### config.mk
export PLATFORM = sky130hd
export DESIGN_NAME = rvCore
export DESIGN_NICKNAME = d
export VERILOG_FILES = /design/src/design/rvPkg.sv /design/src/design/rvDecoder.sv /design/src/design/rvRegFile.sv /design/src/design/rvAlu.sv /design/src/design/rvNextPc.sv /design/src/design/rvCore.sv
export VERILOG_INCLUDE_DIRS = /design/src /design/src/design
export SDC_FILE = /design/constraint.sdc
export NUM_CORES = 2
export LEC_CHECK = 0
export ABC_AREA = 1
export BUFFER_PORTS_ARGS = -buffer_cell sky130_fd_sc_hd__buf_2
export CAP_MARGIN = 20
export CORE_ASPECT_RATIO = 1.75
export CORE_MARGIN = 2
export CORE_UTILIZATION = 50
export DETAILED_ROUTE_END_ITERATION = 10
export PLACE_DENSITY = 0.67
export SYNTH_ARGS = -nofsm -noshare
export SYNTH_HDL_FRONTEND = slang
export SYNTH_SLANG_ARGS = --single-unit
export TNS_END_PERCENT = 100
### constraint.sdc
create_clock -name clk -period 7.86 [get_ports clk]
set_input_delay 1.572 -clock clk [delete_from_list [all_inputs] [get_ports clk]]
set_output_delay 1.572 -clock clk [all_outputs]
set_load 0.005 [all_outputs]
### src/design/rvConsts.svh
`ifndef RV_CONSTS_SVH
`define RV_CONSTS_SVH

// first fetch address
`define RESET_PC    32'h0000_0000

// major opcodes of the supported subset
`define OP_RTYPE    7'b0110011
`define OP_ITYPE    7'b0010011
`define OP_LOAD     7'b0000011
`define OP_STORE    7'b0100011
`define OP_BRANCH   7'b1100011
`define OP_JAL      7'b1101111

// funct3 values
`define F3_ADD      3'b000
`define F3_SLT      3'b010
`define F3_XOR      3'b100
`define F3_OR       3'b110
`define F3_AND      3'b111
`define F3_WORD     3'b010
`define F3_BEQ      3'b000
`define F3_BNE      3'b001

// funct7 that turns add into sub
`define F7_SUB      7'b0100000

// ALU operation codes
`define ALU_ADD     3'd0
`define ALU_SUB     3'd1
`define ALU_AND     3'd2
`define ALU_OR      3'd3
`define ALU_XOR     3'd4
`define ALU_SLT     3'd5

`endif

### src/design/rvPkg.sv
package rvPkg;

    // data or address word
    typedef logic [31:0] word_t;

    // register index, x0 to x31
    typedef logic [4:0] regIdx_t;

    // ALU operation, values come from the ALU_* macros
    typedef logic [2:0] aluOp_t;

    // sequencer states of the multi-cycle core
    //   FETCH   instruction read on the bus
    //   EXECUTE one cycle of decode, ALU and writeback
    //   MEMORY  data read or write for LW/SW
    typedef enum logic [1:0] {
        FETCH,
        EXECUTE,
        MEMORY
    } coreState_t;

endpackage

### src/design/rvDecoder.sv
`timescale 1ns/1ps
`include "rvConsts.svh"

module rvDecoder
    import rvPkg::*;
(
    input  word_t   instr,
    output regIdx_t rs1,
    output regIdx_t rs2,
    output regIdx_t rd,
    output word_t   imm,
    output aluOp_t  aluOp,
    output logic    useImm,
    output logic    isLoad,
    output logic    isStore,
    output logic    isBranch,
    output logic    branchOnNe,
    output logic    isJump,
    output logic    writesReg
);

    logic [6:0] opcode;
    logic [2:0] funct3;
    logic [6:0] funct7;
    word_t      iImm;
    word_t      sImm;
    word_t      bImm;
    word_t      jImm;

    assign opcode = instr[6:0];
    assign funct3 = instr[14:12];
    assign funct7 = instr[31:25];

    assign rs1 = instr[19:15];
    assign rs2 = instr[24:20];
    assign rd  = instr[11:7];

    // sign-extended immediates, B and J already in bytes
    assign iImm = {{20{instr[31]}}, instr[31:20]};
    assign sImm = {{20{instr[31]}}, instr[31:25], instr[11:7]};
    assign bImm = {{19{instr[31]}}, instr[31], instr[7], instr[30:25], instr[11:8], 1'b0};
    assign jImm = {{11{instr[31]}}, instr[31], instr[19:12], instr[20], instr[30:21], 1'b0};

    always_comb begin
        // anything not matched below only advances the PC
        imm        = iImm;
        aluOp      = `ALU_ADD;
        useImm     = 1'b0;
        isLoad     = 1'b0;
        isStore    = 1'b0;
        isBranch   = 1'b0;
        branchOnNe = 1'b0;
        isJump     = 1'b0;
        writesReg  = 1'b0;
        case (opcode)
            `OP_RTYPE: begin
                writesReg = 1'b1;
                case (funct3)
                    `F3_ADD: aluOp = (funct7 == `F7_SUB) ? `ALU_SUB : `ALU_ADD;
                    `F3_SLT: aluOp = `ALU_SLT;
                    `F3_XOR: aluOp = `ALU_XOR;
                    `F3_OR:  aluOp = `ALU_OR;
                    `F3_AND: aluOp = `ALU_AND;
                    default: writesReg = 1'b0;
                endcase
            end
            `OP_ITYPE: begin
                // only ADDI
                useImm    = 1'b1;
                writesReg = (funct3 == `F3_ADD);
            end
            `OP_LOAD: begin
                useImm    = 1'b1;
                isLoad    = (funct3 == `F3_WORD);
                writesReg = (funct3 == `F3_WORD);
            end
            `OP_STORE: begin
                imm     = sImm;
                useImm  = 1'b1;
                isStore = (funct3 == `F3_WORD);
            end
            `OP_BRANCH: begin
                imm        = bImm;
                aluOp      = `ALU_SUB;
                isBranch   = (funct3 == `F3_BEQ) || (funct3 == `F3_BNE);
                branchOnNe = funct3[0];
            end
            `OP_JAL: begin
                imm       = jImm;
                isJump    = 1'b1;
                writesReg = 1'b1;
            end
            default: begin
            end
        endcase
    end

endmodule

### src/design/rvRegFile.sv
`timescale 1ns/1ps

module rvRegFile
    import rvPkg::*;
(
    input  logic    clk,
    input  logic    arstN,
    input  regIdx_t rs1,
    input  regIdx_t rs2,
    input  regIdx_t rd,
    input  logic    wrEn,
    input  word_t   wrData,
    output word_t   rs1Data,
    output word_t   rs2Data
);

    // x0 has no storage
    word_t regs [1:31];

    always_ff @(posedge clk or negedge arstN) begin
        if (!arstN) begin
            for (int i = 1; i < 32; i++) begin
                regs[i] <= '0;
            end
        end else if (wrEn && (rd != 5'd0)) begin
            regs[rd] <= wrData;
        end
    end

    assign rs1Data = (rs1 == 5'd0) ? '0 : regs[rs1];
    assign rs2Data = (rs2 == 5'd0) ? '0 : regs[rs2];

endmodule

### src/design/rvAlu.sv
`timescale 1ns/1ps
`include "rvConsts.svh"

module rvAlu
    import rvPkg::*;
(
    input  word_t  a,
    input  word_t  b,
    input  aluOp_t aluOp,
    output word_t  result,
    output logic   equal
);

    word_t notB;
    word_t sum;
    word_t diff;
    logic  signsDiffer;
    logic  lessThan;

    // subtract as a plus inverted b with carry-in set
    assign notB = ~b;
    assign diff = a + notB + 32'd1;
    assign sum  = a + b;

    // on mixed signs the sign of a decides, otherwise the sign of the difference
    assign signsDiffer = a[31] ^ b[31];
    assign lessThan    = signsDiffer ? a[31] : diff[31];

    // zero flag of a - b
    assign equal = ~|diff;

    always_comb begin
        case (aluOp)
            `ALU_ADD: result = sum;
            `ALU_SUB: result = diff;
            `ALU_AND: result = a & b;
            `ALU_OR:  result = a | b;
            `ALU_XOR: result = a ^ b;
            `ALU_SLT: result = {31'd0, lessThan};
            default:  result = sum;
        endcase
    end

endmodule

### src/design/rvNextPc.sv
`timescale 1ns/1ps

module rvNextPc
    import rvPkg::*;
(
    input  word_t pc,
    input  word_t imm,
    output word_t pcPlus4,
    output word_t branchTarget,
    output word_t jumpTarget
);

    word_t relTarget;

    assign pcPlus4 = pc + 32'd4;

    // B and J immediates are byte offsets from the instruction itself
    assign relTarget = pc + imm;

    assign branchTarget = relTarget;
    assign jumpTarget   = relTarget;

endmodule

### src/design/rvCore.sv
`timescale 1ns/1ps
`include "rvConsts.svh"

module rvCore
    import rvPkg::*;
(
    input  logic  clk,
    input  logic  arstN,
    input  word_t datRd,
    input  logic  ack,
    output logic  cyc,
    output logic  stb,
    output logic  we,
    output word_t adr,
    output word_t datWr
);

    coreState_t state;
    word_t      pc;
    word_t      instr;

    // decoder outputs
    regIdx_t rs1;
    regIdx_t rs2;
    regIdx_t rd;
    word_t   imm;
    aluOp_t  aluOp;
    logic    useImm;
    logic    isLoad;
    logic    isStore;
    logic    isBranch;
    logic    branchOnNe;
    logic    isJump;
    logic    writesReg;

    // datapath
    word_t rs1Data;
    word_t rs2Data;
    word_t aluB;
    word_t aluResult;
    logic  equal;
    word_t pcPlus4;
    word_t branchTarget;
    word_t jumpTarget;
    word_t nextPc;
    word_t wbData;
    logic  wrEn;

    // sequencing
    logic  memOp;
    logic  fetchDone;
    logic  memDone;
    logic  launchFetch;
    logic  launchMem;
    word_t fetchAdr;

    rvDecoder rvDecoder_i (
        .instr      (instr),
        .rs1        (rs1),
        .rs2        (rs2),
        .rd         (rd),
        .imm        (imm),
        .aluOp      (aluOp),
        .useImm     (useImm),
        .isLoad     (isLoad),
        .isStore    (isStore),
        .isBranch   (isBranch),
        .branchOnNe (branchOnNe),
        .isJump     (isJump),
        .writesReg  (writesReg)
    );

    rvRegFile rvRegFile_i (
        .clk     (clk),
        .arstN   (arstN),
        .rs1     (rs1),
        .rs2     (rs2),
        .rd      (rd),
        .wrEn    (wrEn),
        .wrData  (wbData),
        .rs1Data (rs1Data),
        .rs2Data (rs2Data)
    );

    assign aluB = useImm ? imm : rs2Data;

    rvAlu rvAlu_i (
        .a      (rs1Data),
        .b      (aluB),
        .aluOp  (aluOp),
        .result (aluResult),
        .equal  (equal)
    );

    rvNextPc rvNextPc_i (
        .pc           (pc),
        .imm          (imm),
        .pcPlus4      (pcPlus4),
        .branchTarget (branchTarget),
        .jumpTarget   (jumpTarget)
    );

    // branch is taken when the compare disagrees with the BNE flag
    always_comb begin
        if (isJump) begin
            nextPc = jumpTarget;
        end else if (isBranch && (equal != branchOnNe)) begin
            nextPc = branchTarget;
        end else begin
            nextPc = pcPlus4;
        end
    end

    assign wbData = isJump ? pcPlus4 : (isLoad ? datRd : aluResult);

    assign memOp     = isLoad | isStore;
    assign fetchDone = (state == FETCH) && cyc && ack;
    assign memDone   = (state == MEMORY) && cyc && ack;

    // LW writes at the data ack, everything else in EXECUTE
    assign wrEn = ((state == EXECUTE) && writesReg && !isLoad) || (memDone && isLoad);

    // a fetch starts straight from EXECUTE, or one idle cycle after a data access
    assign launchFetch = ((state == FETCH) && !cyc) || ((state == EXECUTE) && !memOp);
    assign launchMem   = (state == EXECUTE) && memOp;
    assign fetchAdr    = (state == EXECUTE) ? nextPc : pc;

    assign stb = cyc;

    always_ff @(posedge clk or negedge arstN) begin
        if (!arstN) begin
            state <= FETCH;
            cyc   <= 1'b0;
            we    <= 1'b0;
            pc    <= `RESET_PC;
        end else begin
            case (state)
                FETCH: begin
                    if (fetchDone) begin
                        cyc   <= 1'b0;
                        state <= EXECUTE;
                    end else if (launchFetch) begin
                        cyc <= 1'b1;
                    end
                end
                EXECUTE: begin
                    cyc <= 1'b1;
                    if (memOp) begin
                        we    <= isStore;
                        state <= MEMORY;
                    end else begin
                        pc    <= nextPc;
                        state <= FETCH;
                    end
                end
                MEMORY: begin
                    if (memDone) begin
                        cyc   <= 1'b0;
                        we    <= 1'b0;
                        pc    <= pcPlus4;
                        state <= FETCH;
                    end
                end
                default: begin
                    cyc   <= 1'b0;
                    state <= FETCH;
                end
            endcase
        end
    end

    // bus payload and instruction register
    always_ff @(posedge clk) begin
        if (fetchDone) begin
            instr <= datRd;
        end
        if (launchFetch) begin
            adr <= fetchAdr;
        end
        if (launchMem) begin
            adr   <= aluResult;
            datWr <= rs2Data;
        end
    end

endmodule

-- Word level (Yosys, flattened, before mapping)
Index checks and enable logic that the tools add are counted.
- $add $sub $neg: 5
- order comparisons: 4
- equal/unequal tests: 25
- multiplexer cells: 46
- bitwise gates (word level): 9
- reductions and logical operators: 34
- operators by type and width (operator ; number):
    $bwmux W992 ; 1
    $mux W32 ; 17
    $bmux W32 S5 ; 2
    $demux W32 S5 ; 1
    $pmux W32 S5 ; 1
    $add A32 B32 Y32 ; 3
    $pmux W32 S2 ; 1
    $pmux W20 S3 ; 1
    $add A32 B1 Y32 const B ; 1
    $add A32 B3 Y32 const B ; 1
    $and A32 B32 Y32 ; 1
    $not A32 Y32 ; 1
    $or A32 B32 Y32 ; 1
    $reduce_or A32 Y1 ; 1
    $xor A32 B32 Y32 ; 1
    $eq A7 B6 Y1 const B ; 3
    $ge A6 B6 Y1 const B ; 3
    $not A5 Y6 ; 3
    $eq A3 B3 Y1 const B ; 5
    $pmux W3 S5 ; 1
    $eq A7 B7 Y1 const B ; 2
    $logic_and A1 B1 Y1 ; 13
    $mux W1 ; 13
    $logic_not A5 Y1 ; 2
    28 further kinds ; 44
- register bits: 1124
- output and inout port bits: 67
- logic and storage cells: 161

-- Depth between registers and ports, before layout
- depth after elaboration: 18
- gate-level depth with buffers: 48
- gate-level depth less buffers: 43

-- By module
Synthesis repeated with hierarchy kept, for this count alone.
- cell total of the unflattened synthesis: 12052
- area, all modules: 75855.3 µm²
- by module, submodules not included (module ; times used ; cells an instance ; area an instance (µm²)):
    rvRegFile ; 1 ; 9248 ; 58458.6
    rvCore ; 1 ; 928 ; 7624.8
    rvAlu ; 1 ; 1093 ; 5796.8
    rvNextPc ; 1 ; 655 ; 3289.4
    rvDecoder ; 1 ; 128 ; 685.7

-- Worst setup path before layout
No wires, ideal clock.
- kind: flip-flop to flip-flop
- start: register instr[15]
- end: register adr[3], data pin
- data arrival time: 5.473 ns
- setup slack: 2.133 ns
- stages on the path, launching flop included: 41
- buffers on the path: 4
- period minus slack after synthesis: 5.727 ns
- cell sequence: edfxtp_1 -> clkinv_1 -> clkbuf_1 -> clkbuf_1 -> clkbuf_1 -> a21oi_1 -> o21ai_0 -> a21oi_1 -> o311ai_0 -> a21boi_0 -> ha_1 -> nor2_2 -> nand3_1 -> nand3_1 -> nand2_1 -> nand3_1 -> nand2_1 -> nand2_1 -> (+5 left out) -> nor2_1 -> nand3_1 -> nor2_1 -> nand3_1 -> nor2_1 -> nand2_1 -> nor2_1 -> nand2_1 -> nor2_1 -> nand2_1 -> nand2_1 -> nand2_1 -> nand2_2 -> nand2_4 -> buf_4 -> nand2_1 -> nand2_1 -> a21o_1
- longest elaborated chain between the ends: 16
- ends and longest elaborated chain (item ; RTL line ; source):
    from (decl) ; rvCore.sv:20 ; word_t instr;
    from (signal assigned) ; rvCore.sv:175 ; instr <= datRd;
    $not A5 Y6 (not written as such) ; rvRegFile.sv:30 ; assign rs1Data = (rs1 == 5'd0) ? '0 : regs[rs1];
    $bmux W32 S5 ; rvRegFile.sv:30 ;
    $mux W32 (not written as such) (2 in series) ; rvRegFile.sv:30 ;
    $mux W32 ; rvRegFile.sv:30 ;
    $add A32 B32 Y32 ; rvAlu.sv:22 ; assign diff = a + notB + 32'd1;
    $add A32 B1 Y32 ; rvAlu.sv:22 ;
    $reduce_or A32 Y1 ; rvAlu.sv:30 ; assign equal = ~|diff;
    $logic_not A1 Y1 ; rvAlu.sv:30 ;
    $ne A1 B1 Y1 ; rvCore.sv:107 ; end else if (isBranch && (equal != branchOnNe)) begin
    $logic_and A1 B1 Y1 ; rvCore.sv:107 ;
    $mux W32 ; rvCore.sv:107 ;
    $mux W32 ; rvCore.sv:105 ; if (isJump) begin
    $mux W32 ; rvCore.sv:126 ; assign fetchAdr = (state == EXECUTE) ? nextPc : pc;
    $mux W32 ; rvCore.sv:177 ; if (launchFetch) begin
    $mux W32 * ; rvCore.sv:180 ; if (launchMem) begin
    to (signal assigned) ; rvCore.sv:178 ; adr <= fetchAdr;
    to (signal assigned) ; rvCore.sv:181 ; adr <= aluResult;
    to (decl) ; rvCore.sv:14 ; output word_t adr,
Mark *: on every way between the ends. The rest lies on a longest branch, timed or not. The select of a mux whose other input is x is not followed.
A chain may end at the register's enable or synchronous reset.

-- Worst setup path after layout
- start: register instr[20]
- end: register adr[3], data pin
- longest elaborated chain between the ends: 18
- ends and longest elaborated chain (item ; RTL line ; source):
    $not A5 Y6 (not written as such) ; rvRegFile.sv:31 ; assign rs2Data = (rs2 == 5'd0) ? '0 : regs[rs2];
    $bmux W32 S5 ; rvRegFile.sv:31 ;
    $mux W32 (not written as such) (2 in series) ; rvRegFile.sv:31 ;
    $mux W32 * ; rvRegFile.sv:31 ;
    via rs2Data[17] ; rvCore.sv:38 ; word_t rs2Data;
    $mux W32 * ; rvCore.sv:85 ; assign aluB = useImm ? imm : rs2Data;
    $not A32 Y32 * ; rvAlu.sv:21 ; assign notB = ~b;
    $add A32 B32 Y32 * ; rvAlu.sv:22 ;
    (+2 left out) ; - ;
    $logic_not A1 Y1 * ; rvAlu.sv:30 ;
    $ne A1 B1 Y1 * ; rvCore.sv:107 ;
    $logic_and A1 B1 Y1 * ; rvCore.sv:107 ;
    $mux W32 * ; rvCore.sv:107 ;
    $mux W32 * ; rvCore.sv:105 ;
    $mux W32 * ; rvCore.sv:126 ;
    $mux W32 * ; rvCore.sv:177 ;
    $mux W32 * ; rvCore.sv:180 ;
The timed path passes the listed nets; every way through them passes the cells marked *. The select of a mux whose other input is x is not followed.

==> reports/metrics.yaml <==
status: "finished clean"
cts_tree: "built"
crit_fanout: 67
cts_made_buffers: 109
synth-compound-area-share: 0.200
synth_area_um2: 70700
track_usage: 0.476
layout-drive-gt1-share: 0.0851
antenna_left: 0
nets: 9941
seq_area_frac_synth: 0.405
pre_cts_slack_ns: 0.452
yosys.area_share.simple: 0.276
clock-root-buffer: "clkbuf_16"
worstHoldStart: "rvRegFile_i.regs[212]"
synth_common_cells: "nand2_1, nand3_1, dfrtp_1"
finalHoldViolCount: 0
multi_input_area_um2: 36200
max_stage_delay_ns: 0.76
synth.top_cell.area_share: 0.364
insertion_delay_ns: 0.80
r2r_slack_ns: 0.28
clockBufferDepth: 3
vias: 77827
r2r-end: "adr[3]"
synthXorXnorAreaFrac: 0.0102
setup_slack_ns: 0.280
chipHeight_um: 501
h-tree-depth: 3
dp_hpwl_um: 226000
wl_per_cell_um: 29.8
p_leak_uw: 0.0377
fin_crit_ns: 7.58
slew_viol_final: 0
setup_viol: 0
synthMuxAreaShare: 0.000142
die-area_um2: 144000
fin_setup_tns_ns: 0
crit_path_end_kind: "flip-flop"
peakVddDrop_v: 0.000195
dr.pass1.iters: 7
first_global_vias: 74544
yosysWarningCount: 0
overflow: 0
drc: 0
drt_iter0_drc: 11764
crit_arrival_ns: 8.12
crit_top_cell: "nand2_1"
synth_edf_count: 96
clkSlewWorstSetupHoldPaths_ns: 0.07
async_reset_ff_frac: 0.915
wirelength_um: 350000
area_growth_pct: 10.2
max_cap_violations: 0
syn_inst: 9998
holdPathStages: 2
total_power_uw: 18800
antenna_found_initial: 24
critPathLaunchType: "flip-flop"
worst_slew_pin_slew_ns: 1.31
powerDensity_nw_per_um2: 241
coreArea_um2: 141000
fillCellCount: 13575
reg2reg_from: "instr[20]"
vias_per_cell: 6.64
min_path_type: "reg2reg"
r2r_cells: 42
yosys.area.top_type: "dfrtp_1"
yosysMostFrequentCell: "nand2_1"
period_share: 0.964
synth_top_family_by_area: "simple AND/OR/NAND/NOR gates"
gp_congestion: 1.11
synth-seq-cells: 1124
required_ns: 8.40
seqCellArea_um2: 28600
skew_ns: 0.0350
rows: 182
synth-main-ff-cell: "dfrtp_1"
grt_max_degree: 165
critPathSlowestCell: "fa_1"
syn-num-nets: 10164
yosys.area_share.adder: 0.0236
grt_pass1_wl_um: 504000
ios: 102
cts_sinks: 1124
start_util: 0.503
synth_cell_types: 58
synthTopCellsByArea: "dfrtp_1, nand2_1, nand3_1, o21ai_0, a21oi_1"
path_class: "reg2reg"
slew_headroom: 0.123
die_w_um: 288
io_buffers: 101
syn_area_per_cell_um2: 7.07
fmax_mhz: 132
whs_endpoint: "rvRegFile_i.regs[212]"
## cell usage in the layout, fill, tap and decap left out, drive strengths merged, types with 25 or more instances in the layout
| cell type | count |
|---|---|
| nand3 | 1095 |
| inv | 698 |
| o211ai | 71 |
| o22ai | 133 |
| a21boi | 26 |
| dfrtp | 1028 |
| nor2 | 500 |
| o311ai | 25 |
| o221ai | 108 |
| edfxtp | 96 |
| a221oi | 30 |
| xor2 | 69 |
| nand4 | 29 |
| o31ai | 33 |
| a22oi | 54 |
| o21ai | 1046 |
| o2111ai | 89 |
| buf | 485 |
| nand2 | 2869 |
| a21oi | 835 |
| clkinv | 32 |
| clkbuf | 164 |
| ha | 127 |
| nor3 | 92 |
## cell type report
class,instances,share of cell area
antenna,13,0.000418
clock inverter,49,0.00916
tap,1840,0.0296
sequential,1124,0.368
inverter,700,0.0343
timing repair buffer,490,0.0516
clock buffer,159,0.0421
multi-input combinational,7350,0.465
## sequential cells by signal, indices dropped and copies added, names as in the netlist
signal,count
rvRegFile_i.regs,992
adr,32
datWr,32
instr,32
pc,32
state,2
cyc,1
we,1
## worst max-delay path by stage
stage | start | to | slack [ns] | depth (start not counted)
final | instr[20] | adr[3] | 0.28 | 42
after detailed placement | instr[15] | adr[3] | 0.45 | 40
after global routing | instr[20] | adr[19] | -0.004 | 43
after floorplan | instr[15] | adr[3] | 2.13 | 40
after global placement | instr[15] | adr[3] | 0.50 | 41
after CTS | instr[20] | adr[3] | 0.40 | 41
## critical path: cells and delay by family (launching register included)
kind	cells	cell delay (ns)
and+or+nand+nor	25	2.51
buffers and inverters	9	1.95
AOI/OAI and AO/OA	6	1.14
adders and majority gates	2	1.06
DFF	1	0.58
## cells by family (layout without fill, tap and decap cells)
logic type	Yosys count	in the layout
multiplexers	1	1
adder cells (fa/ha/maj)	131	131
AND/OR/NAND/NOR	4647	4647
XOR/XNOR	82	82
AO/OA/AOI/OAI	2489	2489
buffers and inverters	1524	1398
flip-flops	1124	1124
other	0	13
## through the flow
stage                     utilization  area [µm²]  instances  hold slack, ns
after floorplan                     -       70700       9998           0.449
after global placement          0.524       73700      11492           0.462
after detailed placement        0.524       73700      11493           0.465
after CTS                       0.553       77700      11701           0.483
after global routing            0.554       77800      11718           0.492
final                           0.554       77800      11725           0.482
## layer usage
layer  GRT usage  vias up  part of all wire
li1            -    33092                 -
met1       0.542    36866              0.33
met2       0.726     5941              0.44
met3       0.127     1916              0.12
met4       0.434       12              0.11
met5           0        -           0.00022
## power by group
group | total (µW) | switching [µW] | internal, µW
Clock | 6000 | 2630 | 3380
Sequential | 6330 | 252 | 6080
Combinational | 6450 | 4840 | 1610
Total | 18800 | 7720 | 11100
## timing repair
action,CTS,global route
hold buffers,0,0
resized for setup,0,4
buffers inserted,0,4
endpoints found under the setup margin,0,41
Note: power is estimated with default switching activity, not from simulation.
